[src/logic/cq_cfg_pkg.sv]
// Queue and memory side widths, address constants, vector types and read port structs
`default_nettype none

package cq_cfg_pkg;

    localparam int unsigned PPN_W           = 44;   // Base page number
    localparam int unsigned PLEN            = 56;   // Physical address
    localparam int unsigned IDX_W           = 32;   // Head and tail index
    localparam int unsigned LOG2SZ_W        = 5;    // log2(entries) - 1
    localparam int unsigned BEAT_W          = 64;
    localparam int unsigned ENTRY_W         = 128;  // One command is two beats
    localparam int unsigned PAGE_OFFS       = 12;
    localparam int unsigned ENTRY_OFFS      = 4;    // 16 bytes per entry
    localparam int unsigned MIN_MASK_LOG2SZ = 7;    // Head stays 8 bits wide up to here

    typedef logic [PPN_W-1:0]    ppn_t;
    typedef logic [PLEN-1:0]     paddr_t;
    typedef logic [IDX_W-1:0]    cq_idx_t;
    typedef logic [LOG2SZ_W-1:0] cq_log2sz_t;
    typedef logic [BEAT_W-1:0]   beat_t;
    typedef logic [ENTRY_W-1:0]  cq_entry_t;

    // Read request, held until granted
    typedef struct packed {
        logic   req;
        paddr_t addr;   // First beat address
    } cq_rd_req_t;

    typedef struct packed {
        logic  gnt;     // Request accepted
        logic  valid;   // One-cycle beat pulse
        logic  last;    // Second beat
        logic  err;     // Bus fault on this beat
        beat_t data;
    } cq_rd_rsp_t;

endpackage

`default_nettype wire

[src/logic/cq_cmd_pkg.sv]
// Command opcodes, function codes, command layouts, flush request and FSM states
`default_nettype none

package cq_cmd_pkg;

    localparam int unsigned DID_W   = 24;
    localparam int unsigned PID_W   = 20;
    localparam int unsigned PSCID_W = 20;
    localparam int unsigned GSCID_W = 16;
    localparam int unsigned VPN_W   = 52;   // ADDR[63:12]

    typedef logic [DID_W-1:0]   did_t;
    typedef logic [PID_W-1:0]   pid_t;
    typedef logic [PSCID_W-1:0] pscid_t;
    typedef logic [GSCID_W-1:0] gscid_t;
    typedef logic [VPN_W-1:0]   vpn_t;

    typedef enum logic [6:0] {
        IOTINVAL = 7'd1,
        IOFENCE  = 7'd2,
        IODIR    = 7'd3,
        ATS      = 7'd4
    } cq_opcode_e;

    // func3 in bits 9:7
    localparam logic [2:0] VMA  = 3'd0;
    localparam logic [2:0] GVMA = 3'd1;
    localparam logic [2:0] DDT  = 3'd0;
    localparam logic [2:0] PDT  = 3'd1;

    typedef struct packed {
        logic [1:0]  rsvd_4;    // 127:126
        vpn_t        addr;      // 125:74
        logic [9:0]  rsvd_3;    // 73:64
        logic [3:0]  rsvd_2;    // 63:60
        gscid_t      gscid;     // 59:44
        logic [9:0]  rsvd_1;    // 43:34
        logic        gv;
        logic        pscv;
        pscid_t      pscid;     // 31:12
        logic        rsvd_0;
        logic        av;
        logic [2:0]  func3;
        cq_opcode_e  opcode;
    } cq_iotinval_t;

    typedef struct packed {
        logic [61:0] addr;      // ADDR[63:2], no memory write in this design
        logic [1:0]  rsvd_1;    // 65:64
        logic [31:0] data;
        logic [17:0] rsvd_0;    // 31:14
        logic        pw;
        logic        pr;
        logic        wsi;       // Raise fence_w_ip on completion
        logic        av;
        logic [2:0]  func3;
        cq_opcode_e  opcode;
    } cq_iofence_t;

    typedef struct packed {
        logic [63:0] rsvd_3;    // Whole second dword
        did_t        did;       // 63:40
        logic [5:0]  rsvd_2;
        logic        dv;        // 33
        logic        rsvd_1;
        pid_t        pid;       // 31:12
        logic [1:0]  rsvd_0;
        logic [2:0]  func3;
        cq_opcode_e  opcode;
    } cq_iodirinval_t;

    // Invalidation request towards IOTLB, DDTC and PDTC
    typedef struct packed {
        logic   vma;
        logic   gvma;
        logic   ddtc;
        logic   pdtc;
        logic   av;
        logic   gv;
        logic   pscv;
        logic   dv;
        logic   pv;
        vpn_t   vpn;
        gscid_t gscid;
        pscid_t pscid;
        did_t   did;
        pid_t   pid;
    } cq_flush_t;

    typedef enum logic [2:0] {
        IDLE,
        FETCH,
        REGISTER,
        DECODE,
        ERROR
    } cq_state_e;

endpackage

`default_nettype wire

[src/logic/cq_head_counter.sv]
// Head index register with size masking, empty check and fetch address generation
`timescale 1ns/1ps
`default_nettype none

module cq_head_counter (
    input  logic                   clk_i,
    input  logic                   rst_ni,
    input  logic                   clr_i,         // Enable rising edge
    input  logic                   inc_i,         // Last beat accepted
    input  cq_cfg_pkg::cq_log2sz_t size_i,
    input  cq_cfg_pkg::ppn_t       base_ppn_i,
    input  cq_cfg_pkg::cq_idx_t    tail_i,
    output cq_cfg_pkg::cq_idx_t    head_o,        // Masked to the queue size
    output cq_cfg_pkg::paddr_t     fetch_addr_o,
    output logic                   not_empty_o
);
    import cq_cfg_pkg::*;

    cq_idx_t           head_q;
    cq_idx_t           size_mask;
    logic [LOG2SZ_W:0] idx_bits;    // log2(entries), one bit wider so size 31 fits

    assign idx_bits = size_i + 1'b1;

    // Small queues still keep a full byte of head
    assign size_mask = (size_i <= LOG2SZ_W'(MIN_MASK_LOG2SZ)) ? cq_idx_t'(8'hff)
                                                              : ~({IDX_W{1'b1}} << idx_bits);

    assign head_o      = head_q & size_mask;
    assign not_empty_o = (tail_i != head_o);    // Software has queued more

    // Base page plus 16 bytes per entry
    assign fetch_addr_o = {base_ppn_i, PAGE_OFFS'(0)} | paddr_t'({head_o, ENTRY_OFFS'(0)});

    always_ff @(posedge clk_i or negedge rst_ni) begin
        if (!rst_ni) begin
            head_q <= '0;
        end else if (clr_i) begin
            head_q <= '0;
        end else if (inc_i) begin
            head_q <= (head_o + 1'b1) & size_mask;  // Wraps at the queue end
        end
    end

    // FSM never clears and advances in one cycle
    assert property (@(posedge clk_i) disable iff (!rst_ni) !(clr_i && inc_i))
        else $error("head counter cleared and incremented together");

endmodule

`default_nettype wire

[src/logic/cq_entry_buffer.sv]
// Command entry register assembled from two read beats
`timescale 1ns/1ps
`default_nettype none

module cq_entry_buffer (
    input  logic                  clk_i,
    input  logic                  rst_ni,
    input  logic                  capture_i,
    input  cq_cfg_pkg::beat_t     beat_i,
    input  logic                  last_i,
    output cq_cfg_pkg::cq_entry_t entry_o
);
    import cq_cfg_pkg::*;

    cq_entry_t entry_q;

    always_ff @(posedge clk_i or negedge rst_ni) begin
        if (!rst_ni) begin
            entry_q <= '0;
        end else if (capture_i) begin
            if (last_i) begin
                entry_q[ENTRY_W-1:BEAT_W] <= beat_i;    // Second dword
            end else begin
                entry_q[BEAT_W-1:0] <= beat_i;
            end
        end
    end

    assign entry_o = entry_q;   // Held through DECODE

endmodule

`default_nettype wire

[src/logic/cq_cmd_decoder.sv]
// Command decoder producing flush requests, the fence flag set and the illegal flag
`timescale 1ns/1ps
`default_nettype none

module cq_cmd_decoder (
    input  cq_cfg_pkg::cq_entry_t entry_i,
    input  logic                  decode_i,      // Entry complete and head advanced
    input  logic                  wsi_en_i,
    output cq_cmd_pkg::cq_flush_t flush_o,
    output logic                  ill_o,
    output logic                  fence_set_o
);
    import cq_cmd_pkg::*;

    cq_iotinval_t   inv;
    cq_iofence_t    fence;
    cq_iodirinval_t dir;

    // Same bits, three views
    assign inv   = cq_iotinval_t'(entry_i);
    assign fence = cq_iofence_t'(entry_i);
    assign dir   = cq_iodirinval_t'(entry_i);

    always_comb begin
        flush_o     = '0;
        ill_o       = 1'b0;
        fence_set_o = 1'b0;
        if (decode_i) begin
            case (inv.opcode)
                IOTINVAL: begin
                    // Reserved bits, or PSCV with GVMA
                    if (|{inv.rsvd_0, inv.rsvd_1, inv.rsvd_2, inv.rsvd_3, inv.rsvd_4} ||
                        (inv.func3 == GVMA && inv.pscv)) begin
                        ill_o = 1'b1;
                    end else if (inv.func3 == VMA) begin
                        flush_o.vma   = 1'b1;     // First stage entries
                        flush_o.pscv  = inv.pscv;
                        flush_o.pscid = inv.pscid;
                    end else if (inv.func3 == GVMA) begin
                        flush_o.gvma = 1'b1;      // Second stage entries
                    end
                    if (flush_o.vma || flush_o.gvma) begin
                        flush_o.av    = inv.av;
                        flush_o.gv    = inv.gv;
                        flush_o.vpn   = inv.addr;
                        flush_o.gscid = inv.gscid;
                    end
                end
                IOFENCE: begin
                    if (|{fence.rsvd_0, fence.rsvd_1}) begin
                        ill_o = 1'b1;
                    end else begin
                        fence_set_o = fence.wsi & wsi_en_i;   // Only with wired interrupts
                    end
                end
                IODIR: begin
                    // PID is reserved for INVAL_DDT
                    if (|{dir.rsvd_0, dir.rsvd_1, dir.rsvd_2, dir.rsvd_3} ||
                        (dir.func3 == DDT && |dir.pid)) begin
                        ill_o = 1'b1;
                    end else if (dir.func3 == DDT) begin
                        flush_o.ddtc = 1'b1;
                        flush_o.pdtc = 1'b1;    // Process tables hang off the device entry
                    end else if (dir.func3 == PDT) begin
                        flush_o.pdtc = 1'b1;
                        flush_o.pv   = 1'b1;
                        flush_o.pid  = dir.pid;
                    end
                    if (flush_o.pdtc) begin
                        flush_o.dv  = dir.dv;
                        flush_o.did = dir.did;
                    end
                end
                ATS: ;                          // Retires as a no-op
                default: ill_o = 1'b1;          // Reserved opcode
            endcase
        end
    end

    // Illegal commands never reach the caches
    always_comb begin
        assert (!(ill_o && |{flush_o.vma, flush_o.gvma, flush_o.ddtc, flush_o.pdtc}))
            else $error("flush strobe on an illegal command");
    end

endmodule

`default_nettype wire

[src/logic/cq_status_flags.sv]
// Sticky fault, illegal and fence flags with clear, interrupt pending and error pending
`timescale 1ns/1ps
`default_nettype none

module cq_status_flags (
    input  logic clk_i,
    input  logic rst_ni,
    input  logic clr_i,          // Software clear or enable rising edge
    input  logic mf_set_i,
    input  logic ill_set_i,
    input  logic fence_set_i,
    input  logic ie_i,
    output logic mf_o,
    output logic ill_o,
    output logic fence_o,
    output logic ip_o,
    output logic err_pending_o   // Holds the FSM in ERROR
);
    logic mf_q;
    logic ill_q;
    logic fence_q;

    always_ff @(posedge clk_i or negedge rst_ni) begin
        if (!rst_ni) begin
            mf_q    <= 1'b0;
            ill_q   <= 1'b0;
            fence_q <= 1'b0;
        end else if (clr_i) begin
            mf_q    <= 1'b0;
            ill_q   <= 1'b0;
            fence_q <= 1'b0;
        end else begin
            mf_q    <= mf_q | mf_set_i;         // Sticky until cleared
            ill_q   <= ill_q | ill_set_i;
            fence_q <= fence_q | fence_set_i;
        end
    end

    assign mf_o          = mf_q;
    assign ill_o         = ill_q;
    assign fence_o       = fence_q;
    assign ip_o          = (mf_q | ill_q | fence_q) & ie_i;
    assign err_pending_o = mf_q | ill_q;        // Fence completion is not an error

endmodule

`default_nettype wire

[src/logic/cq_fsm.sv]
// Command queue FSM for enable tracking, fetch, beat register, decode and error stop
`timescale 1ns/1ps
`default_nettype none

module cq_fsm (
    input  logic                   clk_i,
    input  logic                   rst_ni,
    input  logic                   en_i,
    input  logic                   not_empty_i,
    input  logic                   err_pending_i,
    input  logic                   ill_i,
    input  cq_cfg_pkg::paddr_t     fetch_addr_i,
    input  cq_cfg_pkg::cq_rd_rsp_t rd_rsp_i,
    output cq_cfg_pkg::cq_rd_req_t rd_req_o,
    output logic                   busy_o,
    output logic                   on_o,
    output logic                   en_rise_o,
    output logic                   head_inc_o,
    output logic                   capture_o,
    output logic                   decode_o,
    output logic                   mf_set_o
);
    import cq_cfg_pkg::*;
    import cq_cmd_pkg::*;

    cq_state_e state_q;
    cq_state_e state_n;
    logic      en_q;
    paddr_t    addr_q;
    logic      drain_q;     // Second beat still owed after a fault on the first
    logic      drain_n;

    assign busy_o    = (en_i != en_q);   // One cycle after each toggle
    assign on_o      = en_i | en_q;
    assign en_rise_o = en_i & ~en_q;

    assign rd_req_o.req  = (state_q == FETCH);
    assign rd_req_o.addr = addr_q;

    always_comb begin
        state_n    = state_q;
        drain_n    = drain_q;
        head_inc_o = 1'b0;
        capture_o  = 1'b0;
        decode_o   = 1'b0;
        mf_set_o   = 1'b0;
        case (state_q)
            IDLE: begin
                // Enable must already be registered, so a fresh enable clears first
                if (en_i && en_q && not_empty_i) begin
                    state_n = FETCH;
                end
            end
            FETCH: begin
                if (rd_rsp_i.gnt) begin
                    state_n = REGISTER;
                end
            end
            REGISTER: begin
                capture_o = rd_rsp_i.valid;
                if (rd_rsp_i.valid) begin
                    if (rd_rsp_i.err) begin
                        mf_set_o = 1'b1;            // Head stays on this entry
                        drain_n  = !rd_rsp_i.last;
                        state_n  = ERROR;
                    end else if (rd_rsp_i.last) begin
                        head_inc_o = 1'b1;
                        state_n    = DECODE;
                    end
                end
            end
            DECODE: begin
                decode_o = 1'b1;                    // Flush strobes pulse here
                state_n  = ill_i ? ERROR : IDLE;
            end
            ERROR: begin
                // Beats are dropped here
                if (rd_rsp_i.valid && rd_rsp_i.last) begin
                    drain_n = 1'b0;
                end
                if (!err_pending_i && !drain_q) begin
                    state_n = IDLE;
                end
            end
            default: state_n = IDLE;
        endcase
    end

    always_ff @(posedge clk_i or negedge rst_ni) begin
        if (!rst_ni) begin
            state_q <= IDLE;
            en_q    <= 1'b0;
            drain_q <= 1'b0;
        end else begin
            state_q <= state_n;
            en_q    <= en_i;
            drain_q <= drain_n;
        end
    end

    // Entry address frozen for the whole request
    always_ff @(posedge clk_i or negedge rst_ni) begin
        if (!rst_ni) begin
            addr_q <= '0;
        end else if (state_q == IDLE && state_n == FETCH) begin
            addr_q <= fetch_addr_i;
        end
    end

    // Memory grants only a held request
    assert property (@(posedge clk_i) disable iff (!rst_ni)
        rd_rsp_i.gnt |-> rd_req_o.req)
        else $error("read grant without a request");

    // Memory only returns beats for an accepted request
    assert property (@(posedge clk_i) disable iff (!rst_ni)
        rd_rsp_i.valid |-> state_q inside {REGISTER, ERROR})
        else $error("read beat outside a transfer");

endmodule

`default_nettype wire

[src/logic/cq_handler_top.sv]
// Command queue handler top with FSM, head counter, entry buffer, decoder and flags
`timescale 1ns/1ps
`default_nettype none

module cq_handler_top (
    input  logic                   clk_i,
    input  logic                   rst_ni,
    // Software registers
    input  cq_cfg_pkg::ppn_t       cq_base_ppn_i,
    input  cq_cfg_pkg::cq_log2sz_t cq_size_i,
    input  logic                   cq_en_i,
    input  logic                   cq_ie_i,
    input  cq_cfg_pkg::cq_idx_t    cq_tail_i,
    input  logic                   wsi_en_i,
    input  logic                   err_clr_i,      // Clears all flags
    // Status
    output cq_cfg_pkg::cq_idx_t    cq_head_o,
    output logic                   cq_on_o,
    output logic                   busy_o,
    output logic                   cq_mf_o,
    output logic                   cmd_ill_o,
    output logic                   fence_w_ip_o,
    output logic                   cq_ip_o,
    // Memory read port
    output cq_cfg_pkg::cq_rd_req_t mem_req_o,
    input  cq_cfg_pkg::cq_rd_rsp_t mem_rsp_i,
    // Cache invalidation
    output cq_cmd_pkg::cq_flush_t  flush_o
);
    import cq_cfg_pkg::*;

    paddr_t    fetch_addr;
    cq_entry_t entry;
    logic      en_rise;
    logic      head_inc;
    logic      capture;
    logic      decode;
    logic      not_empty;
    logic      err_pending;
    logic      mf_set;
    logic      ill_set;
    logic      fence_set;

    cq_fsm u_fsm (
        .clk_i         (clk_i),
        .rst_ni        (rst_ni),
        .en_i          (cq_en_i),
        .not_empty_i   (not_empty),
        .err_pending_i (err_pending),
        .ill_i         (ill_set),
        .fetch_addr_i  (fetch_addr),
        .rd_rsp_i      (mem_rsp_i),
        .rd_req_o      (mem_req_o),
        .busy_o        (busy_o),
        .on_o          (cq_on_o),
        .en_rise_o     (en_rise),
        .head_inc_o    (head_inc),
        .capture_o     (capture),
        .decode_o      (decode),
        .mf_set_o      (mf_set)
    );

    cq_head_counter u_head (
        .clk_i        (clk_i),
        .rst_ni       (rst_ni),
        .clr_i        (en_rise),
        .inc_i        (head_inc),
        .size_i       (cq_size_i),
        .base_ppn_i   (cq_base_ppn_i),
        .tail_i       (cq_tail_i),
        .head_o       (cq_head_o),
        .fetch_addr_o (fetch_addr),
        .not_empty_o  (not_empty)
    );

    cq_entry_buffer u_entry (
        .clk_i     (clk_i),
        .rst_ni    (rst_ni),
        .capture_i (capture),
        .beat_i    (mem_rsp_i.data),
        .last_i    (mem_rsp_i.last),
        .entry_o   (entry)
    );

    cq_cmd_decoder u_decoder (
        .entry_i     (entry),
        .decode_i    (decode),
        .wsi_en_i    (wsi_en_i),
        .flush_o     (flush_o),
        .ill_o       (ill_set),
        .fence_set_o (fence_set)
    );

    // Flags also clear when the queue is enabled
    cq_status_flags u_flags (
        .clk_i         (clk_i),
        .rst_ni        (rst_ni),
        .clr_i         (err_clr_i | en_rise),
        .mf_set_i      (mf_set),
        .ill_set_i     (ill_set),
        .fence_set_i   (fence_set),
        .ie_i          (cq_ie_i),
        .mf_o          (cq_mf_o),
        .ill_o         (cmd_ill_o),
        .fence_o       (fence_w_ip_o),
        .ip_o          (cq_ip_o),
        .err_pending_o (err_pending)
    );

endmodule

`default_nettype wire

[config.mk]
export PLATFORM = sky130hd
export DESIGN_NAME = cq_handler_top
export DESIGN_NICKNAME = d
export VERILOG_FILES = /design/src/logic/cq_cfg_pkg.sv /design/src/logic/cq_cmd_pkg.sv /design/src/logic/cq_head_counter.sv /design/src/logic/cq_entry_buffer.sv /design/src/logic/cq_cmd_decoder.sv /design/src/logic/cq_status_flags.sv /design/src/logic/cq_fsm.sv /design/src/logic/cq_handler_top.sv
export SDC_FILE = /design/constraint.sdc
export NUM_CORES = 1
export LEC_CHECK = 0
export ABC_AREA = 1
export BUFFER_PORTS_ARGS = -buffer_cell sky130_fd_sc_hd__buf_2
export CORE_MARGIN = 2
export CORE_UTILIZATION = 48
export DETAILED_ROUTE_END_ITERATION = 10
export PLACE_DENSITY = 0.87
export SYNTH_ARGS = -nofsm -noshare
export SYNTH_HDL_FRONTEND = slang
export SYNTH_HIERARCHICAL = 1
export SYNTH_SLANG_ARGS = --single-unit
export TNS_END_PERCENT = 1
[constraint.sdc]
create_clock -name clk_i -period 2.2 [get_ports clk_i]
set_input_delay 0.44 -clock clk_i [delete_from_list [all_inputs] [get_ports clk_i]]
set_output_delay 0.44 -clock clk_i [all_outputs]
set_load 0.02 [all_outputs]
==> summary.md, run 1 <==
| Metric | Value |
|---|---|
| Status | `finished, violations left` |
| Violated checks | `design-rule violations, negative setup slack` |
| CP Launch Type | `register` |
| Clock Path Buffers | `3` |
| Sequential share of power | `38.3%` |
| CP max-delay cell | `dfrtp_1` |
| Core Rows | `approximately 60` |
| Number of global-route vias before repair | `~15000` |
| Post-DR wirelength/cell | `between 15 and 20 um` |
| Post-synth ARST share | `100.0%` |
| Final setup violating endpoints | `240` |
| RSZ-0062 raised after global routing | `yes` |
| Register area share after synthesis | `40.86%` |
| Die area | `between 20000 and 30000 um2` |
| Min cycle time layout | `2.920 ns` |
| Avg Vias per Cell | `5.368` |
| Reg clk slew, reported paths | `0.06 ns` |
| Post-DP HPWL | `36280 um` |
| Initial Utilization | `just under 50%` |
| Pwr/cell area | `a little over 900 nW/um2` |
| FF+latch area | `5605 um2` |
| Post-synth EDFFs | `0` |
| Mapped Cells | `~1900` |
| Crit-path cells | `nor2_1 > nand4_1 > nor2_2 > nand2_1 > nor2_4 > nand3_4 > buf_12 > nor2_2 > buf_4` |
| Nature of the critical path endpoint | `primary output` |
| Multi-input gate area | `roughly 7000 um2` |
| Hold Fails Final Rpt | `0` |
| Detailed Route WL | `51270 um` |
| Final Slew Violations | `0` |
| Kind of critical path | `reg2out` |
| Latest clock arrival within the worst-skew pair | `approximately 0.53 ns` |
| Combinational share of power | `a little under two fifths` |
| GRT overflow | `0` |
| WP data required | `1.76 ns` |
| Yosys reg bits | `224` |
| I/O pin count | `391` |
| Final #Nets | `2666` |
| Commonest non-fill, non-tap cell in the layout | `nand2_1` |
| Clock Skews | `0.02843 ns` |
| CTS root buf | `clkbuf_16` |
| Port Buffers | `just under 400` |
| Switching fraction of total power | `39.09%` |
| Post-Syn Area | `roughly 14000 um2` |
| Syn-to-layout area delta | `42.97%` |
| Die Y | `173.1 um` |
| Drt pass-1 iters | `9` |
| Period Utilization, post-route | `132.7%` |
| Clk sinks | `224` |
| Psw | `0.007070 W` |
| Internal | `0.01102 W` |
| Final ANT Viol Nets | `0` |
| Cts bufs inserted | `26` |
| Total GRT Usage | `32.13%` |
| Worst-margin pin slew | `0.7926 ns` |
| YS warnings | `6` |
| Static Leak | `~10 nW` |
| Largest net degree at the start of global routing | `67` |
| Synth unique cells | `42` |
| Most used cell, CP | `nor2_2` |
| Worst EP arrival | `around 2.5 ns` |
| Max Fanout on Critical Path | `17` |
| Ys flop type | `dfrtp_1` |
| Slew margin rel. | `a little under half` |
| Die Span X | `173.1 um` |
| DRC viols | `1` |
| Dpl cell area | `roughly 18000 um2` |
| Core Area | `27930 um2` |
| Initial antenna violation count | `6` |
| Synth Area per Inst | `7.082 um2` |
| CP max stage delay | `about 0.41 ns` |
| Worst setup margin | `-0.7203 ns` |
| Layout Cell Area excl Fill | `19610 um2` |
| GP Congestion | `0.9923` |
| CTS H-tree lvls | `1` |
| Most frequent cells in the layout | `nand2_1 (584), buf_4 (327), buf_2 (243), dfrtp_1 (224), nor2_1 (200)` |
| Setup tns final | `-94.29 ns` |
| Peak supply drop | `668.1 uV` |
| First-pass GRT wire length | `around 78000 um` |
| CTS tree | `yes` |
| Max Cap Violations | `0` |
| Hold Path Class | `in2reg` |
| # fillers | `2101` |
| Clock power share | `24.9%` |
| Iter 0 DRT Violations | `1793` |
| Maximum clock frequency | `342.4 MHz` |
| Vias | `approximately 16000` |
| Layout cells sized above 1 | `39.80%` |
## per-layer routing
metal	part of all wire [%]	GRT usage, %	wire, um
met1	38	40.03	19650
met2	49	55.33	24910
met3	8.2	4.200	4204
met4	4.9	15.18	2506
met5	0	0	0
## sequential cells by signal, indices dropped and copies added (netlist names)
| signal | cells |
|---|---|
| u_entry/entry_o | 128 |
| u_flags/fence_o | 1 |
| u_flags/ill_o | 1 |
| u_flags/mf_o | 1 |
| u_fsm/addr_q | 56 |
| u_fsm/drain_q | 1 |
| u_fsm/en_q | 1 |
| u_fsm/state_q | 3 |
| u_head/head_q | 32 |
## worst paths after layout
kind | slack (ns) | cells after the start | from | end
min in group asynchronous | 0.41 | 2 | rst_ni | u_entry/entry_o[97]
worst max register to register | 0.06 | 8 | u_fsm/state_q[2] | u_entry/entry_o[48]
worst min register to register | 0.47 | 2 | u_entry/entry_o[67] | u_entry/entry_o[67]
worst min-delay path | 0.09 | 1 | cq_en_i | u_fsm/en_q
worst max-delay path | -0.72 | 9 | u_entry/entry_o[107] | flush_o[35]
max in group asynchronous | 1.07 | 3 | rst_ni | u_head/head_q[4]
## final cells by class
type	count	share of cell area, %
tap	378	2.411
clock inverter	8	0.5040
inverter	210	4.185
clock buffer	38	4.064
antenna	6	0.07655
multi-input combinational	1392	36.24
sequential	224	28.58
timing repair buffer	648	23.94
## synthesized netlist by cell type (3+ instances only)
library cell | instances | area, um2
nand2_1 | 618 | 2320
nor2_1 | 266 | 998.5
dfrtp_1 | 224 | 5605
nand3_1 | 208 | 1041
inv_1 | 191 | 716.9
o21ai_1 | 48 | 240.2
nor2_2 | 45 | 281.5
buf_2 | 39 | 195.2
buf_4 | 37 | 277.8
or2_2 | 34 | 212.7
buf_6 | 31 | 349.1
nand4_1 | 29 | 181.4
o21ai_2 | 20 | 175.2
inv_2 | 18 | 67.56
nor3_1 | 18 | 90.09
xnor2_1 | 17 | 148.9
nand2_2 | 12 | 75.07
o21ai_0 | 10 | 50.05
ha_1 | 9 | 112.6
nor2_4 | 9 | 101.4
nand3_2 | 7 | 70.07
clkbuf_1 | 6 | 22.52
xor2_1 | 6 | 52.55
nand2_4 | 5 | 56.30
o22ai_1 | 4 | 25.02
a21oi_1 | 3 | 15.01
nand3_4 | 3 | 52.55
## cell families (layout without fill, tap and decap cells)
family	after synthesis	in the layout	share of synthesized area, %
other	1	10	0.02734
adder cells (fa/ha/maj)	9	9	0.8209
flip-flops	224	224	40.86
AND/OR/NAND/NOR	1261	1262	40.41
buffers and inverters	325	904	12.05
AO/OA/AOI/OAI	94	94	4.360
XOR/XNOR	23	23	1.468
## what timing repair did
action                                 CTS  global route
pin swaps                               47            20
setup endpoints to repair              248           254
endpoints found under the hold margin   47             0
setup buffers                            6             1
hold buffers                             1             0
cloned                                   1             0
resized for setup                      261           100
## worst max-delay path, delay by kind of cell (launching register included)
family                 cells  cell delay [ns]
and+or+nand+nor            7             1.15
buffers and inverters      2             0.37
DFF                        1             0.41
## per-stage QoR
stage          hold slack [ns]  utilization (%)  total power, W  cells  setup slack (ns)
2_1_floorplan           0.1444                -         0.01041   1940           -0.3109
3_3_place_gp            0.3784            62.75         0.01272   2843           -0.8016
3_5_place_dp            0.3759            62.75         0.01301   2843           -0.8232
4_1_cts                0.06332            68.97         0.01775   2897           -0.6019
5_1_grt                0.07880            70.21         0.01900   2904           -0.7966
6_report               0.09088            70.21         0.01809   2904           -0.7203
## power by group through the flow
stage               clock [W]  combinational [W]  sequential, W
floorplan                   0            0.00317        0.00723
global placement            0            0.00592        0.00680
detailed placement          0            0.00615        0.00686
CTS                   0.00457            0.00634        0.00684
global route          0.00472            0.00718        0.00710
finish                0.00450            0.00666        0.00693
(Power assumes the default switching activity.)
==> run 2, diff against run 1 <==
--- a/config.mk
+++ b/config.mk
@@ -7,7 +7,6 @@
 export LEC_CHECK = 0
 export ABC_AREA = 1
 export BUFFER_PORTS_ARGS = -buffer_cell sky130_fd_sc_hd__buf_2
-export CORE_MARGIN = 2
 export CORE_UTILIZATION = 48
 export DETAILED_ROUTE_END_ITERATION = 10
 export PLACE_DENSITY = 0.87
==> run 2 against run 1 <==
The flow finishes with violations (negative setup slack). Register-to-register slack about the same. Maximum frequency grew 0.59%. Combinational power decreased by 6.2%. Worst hold slack worse by 0.011 ns. Setup slack gained 0.017 ns. Count of clock-buffer cells in the layout fell by 4. Total power fell by 1.7%. Core utilization is 1.7 points lower. Non-clock buffer count decreased by 37. First-iteration DRC count decreased by 12%.
==> summary.md, run 2 (same netlist as run 1, synthesis figures left out) <==
| Metric | Value |
|---|---|
| Status | `finished, violations left` |
| Violated checks | `negative setup slack` |
| # fillers | `2190 (+4.2%)` |
| CTS root buf | `clkbuf_16` |
| Clk sinks | `224 (unchanged)` |
| Max Cap Violations | `0 (unchanged)` |
| Syn-to-layout area delta | `39.50%` |
| Vias | `15360 (-1.5%)` |
| Initial antenna violation count | `7 (+1)` |
| Final Slew Violations | `0 (unchanged)` |
| Period Utilization, post-route | `132.0% (-0.78 points)` |
| Die area | `29260 um2 (-2.3%)` |
| Clock Path Buffers | `3 (unchanged)` |
| CTS tree | `yes` |
| I/O pin count | `391 (unchanged)` |
| Hold Fails Final Rpt | `0 (unchanged)` |
| Min-Delay Path Depth | `1 (unchanged)` |
| Psw | `0.007007 W (-0.89%)` |
| Die Span X | `171.1 um (-1.2%)` |
| Most frequent cells in the layout | `nand2_1 (580), buf_4 (292), buf_2 (269), dfrtp_1 (224), nor2_1 (194)` |
| Largest net degree at the start of global routing | `68 (+1.5%)` |
| Maximum clock frequency | `344.5 MHz (+0.59%)` |
| Kind of critical path | `reg2out` |
| CP Launch Type | `register` |
| Reg clk slew, reported paths | `0.06 ns (about the same)` |
| Pwr/cell area | `929.3 nW/um2 (+0.76%)` |
| Internal | `0.01078 W (-2.2%)` |
| Clock Skews | `0.01875 ns (-0.009683 ns)` |
| Layout cells sized above 1 | `39.19% (-0.62 points)` |
| Static Leak | `9.971 nW (-1.7%)` |
| Initial Utilization | `49.11% (unchanged)` |
| Avg Vias per Cell | `5.356 (-0.23%)` |
| Nature of the critical path endpoint | `primary output` |
| Number of global-route vias before repair | `14720 (-1.5%)` |
| Post-DP HPWL | `36180 um (-0.26%)` |
| Length in cells of the worst reg-to-reg path | `16 (+8)` |
| Worst setup margin | `-0.7032 ns (+0.01708 ns)` |
| RSZ-0062 raised after global routing | `yes` |
| Combinational share of power | `35.1% (-1.7 points)` |
| Sequential share of power | `39.2% (+0.9 points)` |
| Core Rows | `61 (unchanged)` |
| Max Fanout on Critical Path | `24 (+7)` |
| Min cycle time layout | `2.903 ns (-0.01708 ns)` |
| Setup tns final | `-88.36 ns (+5.926 ns)` |
| GP Congestion | `0.9591 (-3.3%)` |
| GRT overflow | `0 (unchanged)` |
| Final setup violating endpoints | `228 (-5.0%)` |
| Final #Nets | `2628 (-1.4%)` |
| Slew margin rel. | `51.57% (+4.4 points)` |
| Worst-margin pin slew | `0.7264 ns (-0.06618 ns)` |
| Dpl ws | `-0.8892 ns (-0.06595 ns)` |
| Commonest non-fill, non-tap cell in the layout | `nand2_1` |
| Pwr Total | `0.01778 W (-1.7%)` |
| Cts bufs inserted | `26 (unchanged)` |
| Detailed Route WL | `50620 um (-1.3%)` |
| Latest clock arrival within the worst-skew pair | `0.54 ns (about the same)` |
| Core Area | `27930 um2 (unchanged)` |
| Max reg flops | `128 (unchanged)` |
| Total GRT Usage | `33.60% (+1.5 points)` |
| Worst EP arrival | `2.46 ns (-0.02 ns)` |
| Port Buffers | `390 (unchanged)` |
| Post-DR wirelength/cell | `17.65 um (about the same)` |
| DRC viols | `0 (-1)` |
| CTS H-tree lvls | `1 (unchanged)` |
| Iter 0 DRT Violations | `1586 (-12%)` |
| Clock power share | `25.7% (+0.8 points)` |
| Drt pass-1 iters | `6 (-3)` |
| WP data required | `1.76 ns (about the same)` |
| Final ANT Viol Nets | `0 (unchanged)` |
| First-pass GRT wire length | `76710 um (-1.4%)` |
| Die Y | `171.1 um (-1.2%)` |
| Hold Path Class | `in2reg` |
| Peak supply drop | `512.3 uV (-23%)` |
| Switching fraction of total power | `39.40% (+0.31 points)` |
run 2: changes by cell type in the layout (fill, tap and decap cells not counted), sizes merged:
cell	delta
buf	-39
diode	+1
inv	-1
clkbuf	-2
clkinv	+5
bufinv	+1
nand3	-1
run 2: critical path, cell delays in order (launching register included):
cell	delay [ns]
dfrtp_1	0.40
nor2_1	0.12
nand2_1	0.10
nor2_1	0.14
nand2_1	0.11
nor2_2	0.10
nand2_1	0.10
nor2_4	0.20
nand3_4	0.13
buf_12	0.19
nor2_1	0.13
buf_4	0.16
run 2: what timing repair did:
| item | 4_1_cts | 5_1_grt |
|---|---|---|
| pin swaps | 41 | 23 |
| buffers inserted | 1 | 0 |
| hold buffers | 1 | 0 |
| hold endpoints to repair | 51 | 0 |
| setup endpoints to repair | 245 | 254 |
| resized for setup | 209 | 89 |
| cloned | 0 | 1 |
run 2: path summary, 6_finish.rpt:
| check | end | slack [ns] | from |
|---|---|---|---|
| min in group asynchronous | u_entry/entry_o[93] | 0.42 | rst_ni |
| worst min register to register | u_entry/entry_o[6] | 0.47 | u_entry/entry_o[6] |
| worst max register to register | u_fsm/addr_q[43] | 0.05 | u_head/head_q[16] |
| worst min-delay path | u_fsm/en_q | 0.08 | cq_en_i |
| max in group asynchronous | u_entry/entry_o[18] | 1.01 | rst_ni |
| worst max-delay path | flush_o[35] | -0.70 | u_entry/entry_o[93] |
run 2: cell type report:
type	instances	area [um2]	area share, %
antenna	7	17.52	0.09153
clock buffer	34	742.0	3.877
clock inverter	13	152.6	0.7976
inverter	210	807.0	4.217
multi-input combinational	1391	7097	37.08
sequential	224	5605	29.29
tap	378	473.0	2.471
timing repair buffer	611	4243	22.17
run 2: per-stage QoR:
step / cells / hold WS [ns] / instance area, um2 / util, %
after floorplan: 1940 / 0.1444 / 13900 / -
after global placement: 2811 / 0.4079 / 17260 / 61.80
after detailed placement: 2811 / 0.4047 / 17260 / 61.80
after CTS: 2860 / 0.05368 / 18800 / 67.28
after global routing: 2864 / 0.07643 / 19130 / 68.47
final: 2868 / 0.08036 / 19140 / 68.51
run 2: routing by layer:
layer  track usage (%)  vias up  wire [um]
met5                 0        -         27
met4             17.27        4       2557
met3             6.824      223       4309
met2             56.15      971      24320
met1             41.00     7114      19410
li1                  -     7049          -
run 2: power by group through the flow:
stage                     clock network, W  logic [W]  registers, W
after floorplan                          0    0.00317       0.00723
after global placement                   0    0.00561       0.00684
after detailed placement                 0    0.00584       0.00692
after CTS                          0.00459    0.00600       0.00689
after global routing               0.00476    0.00683       0.00716
final                              0.00457    0.00625       0.00697
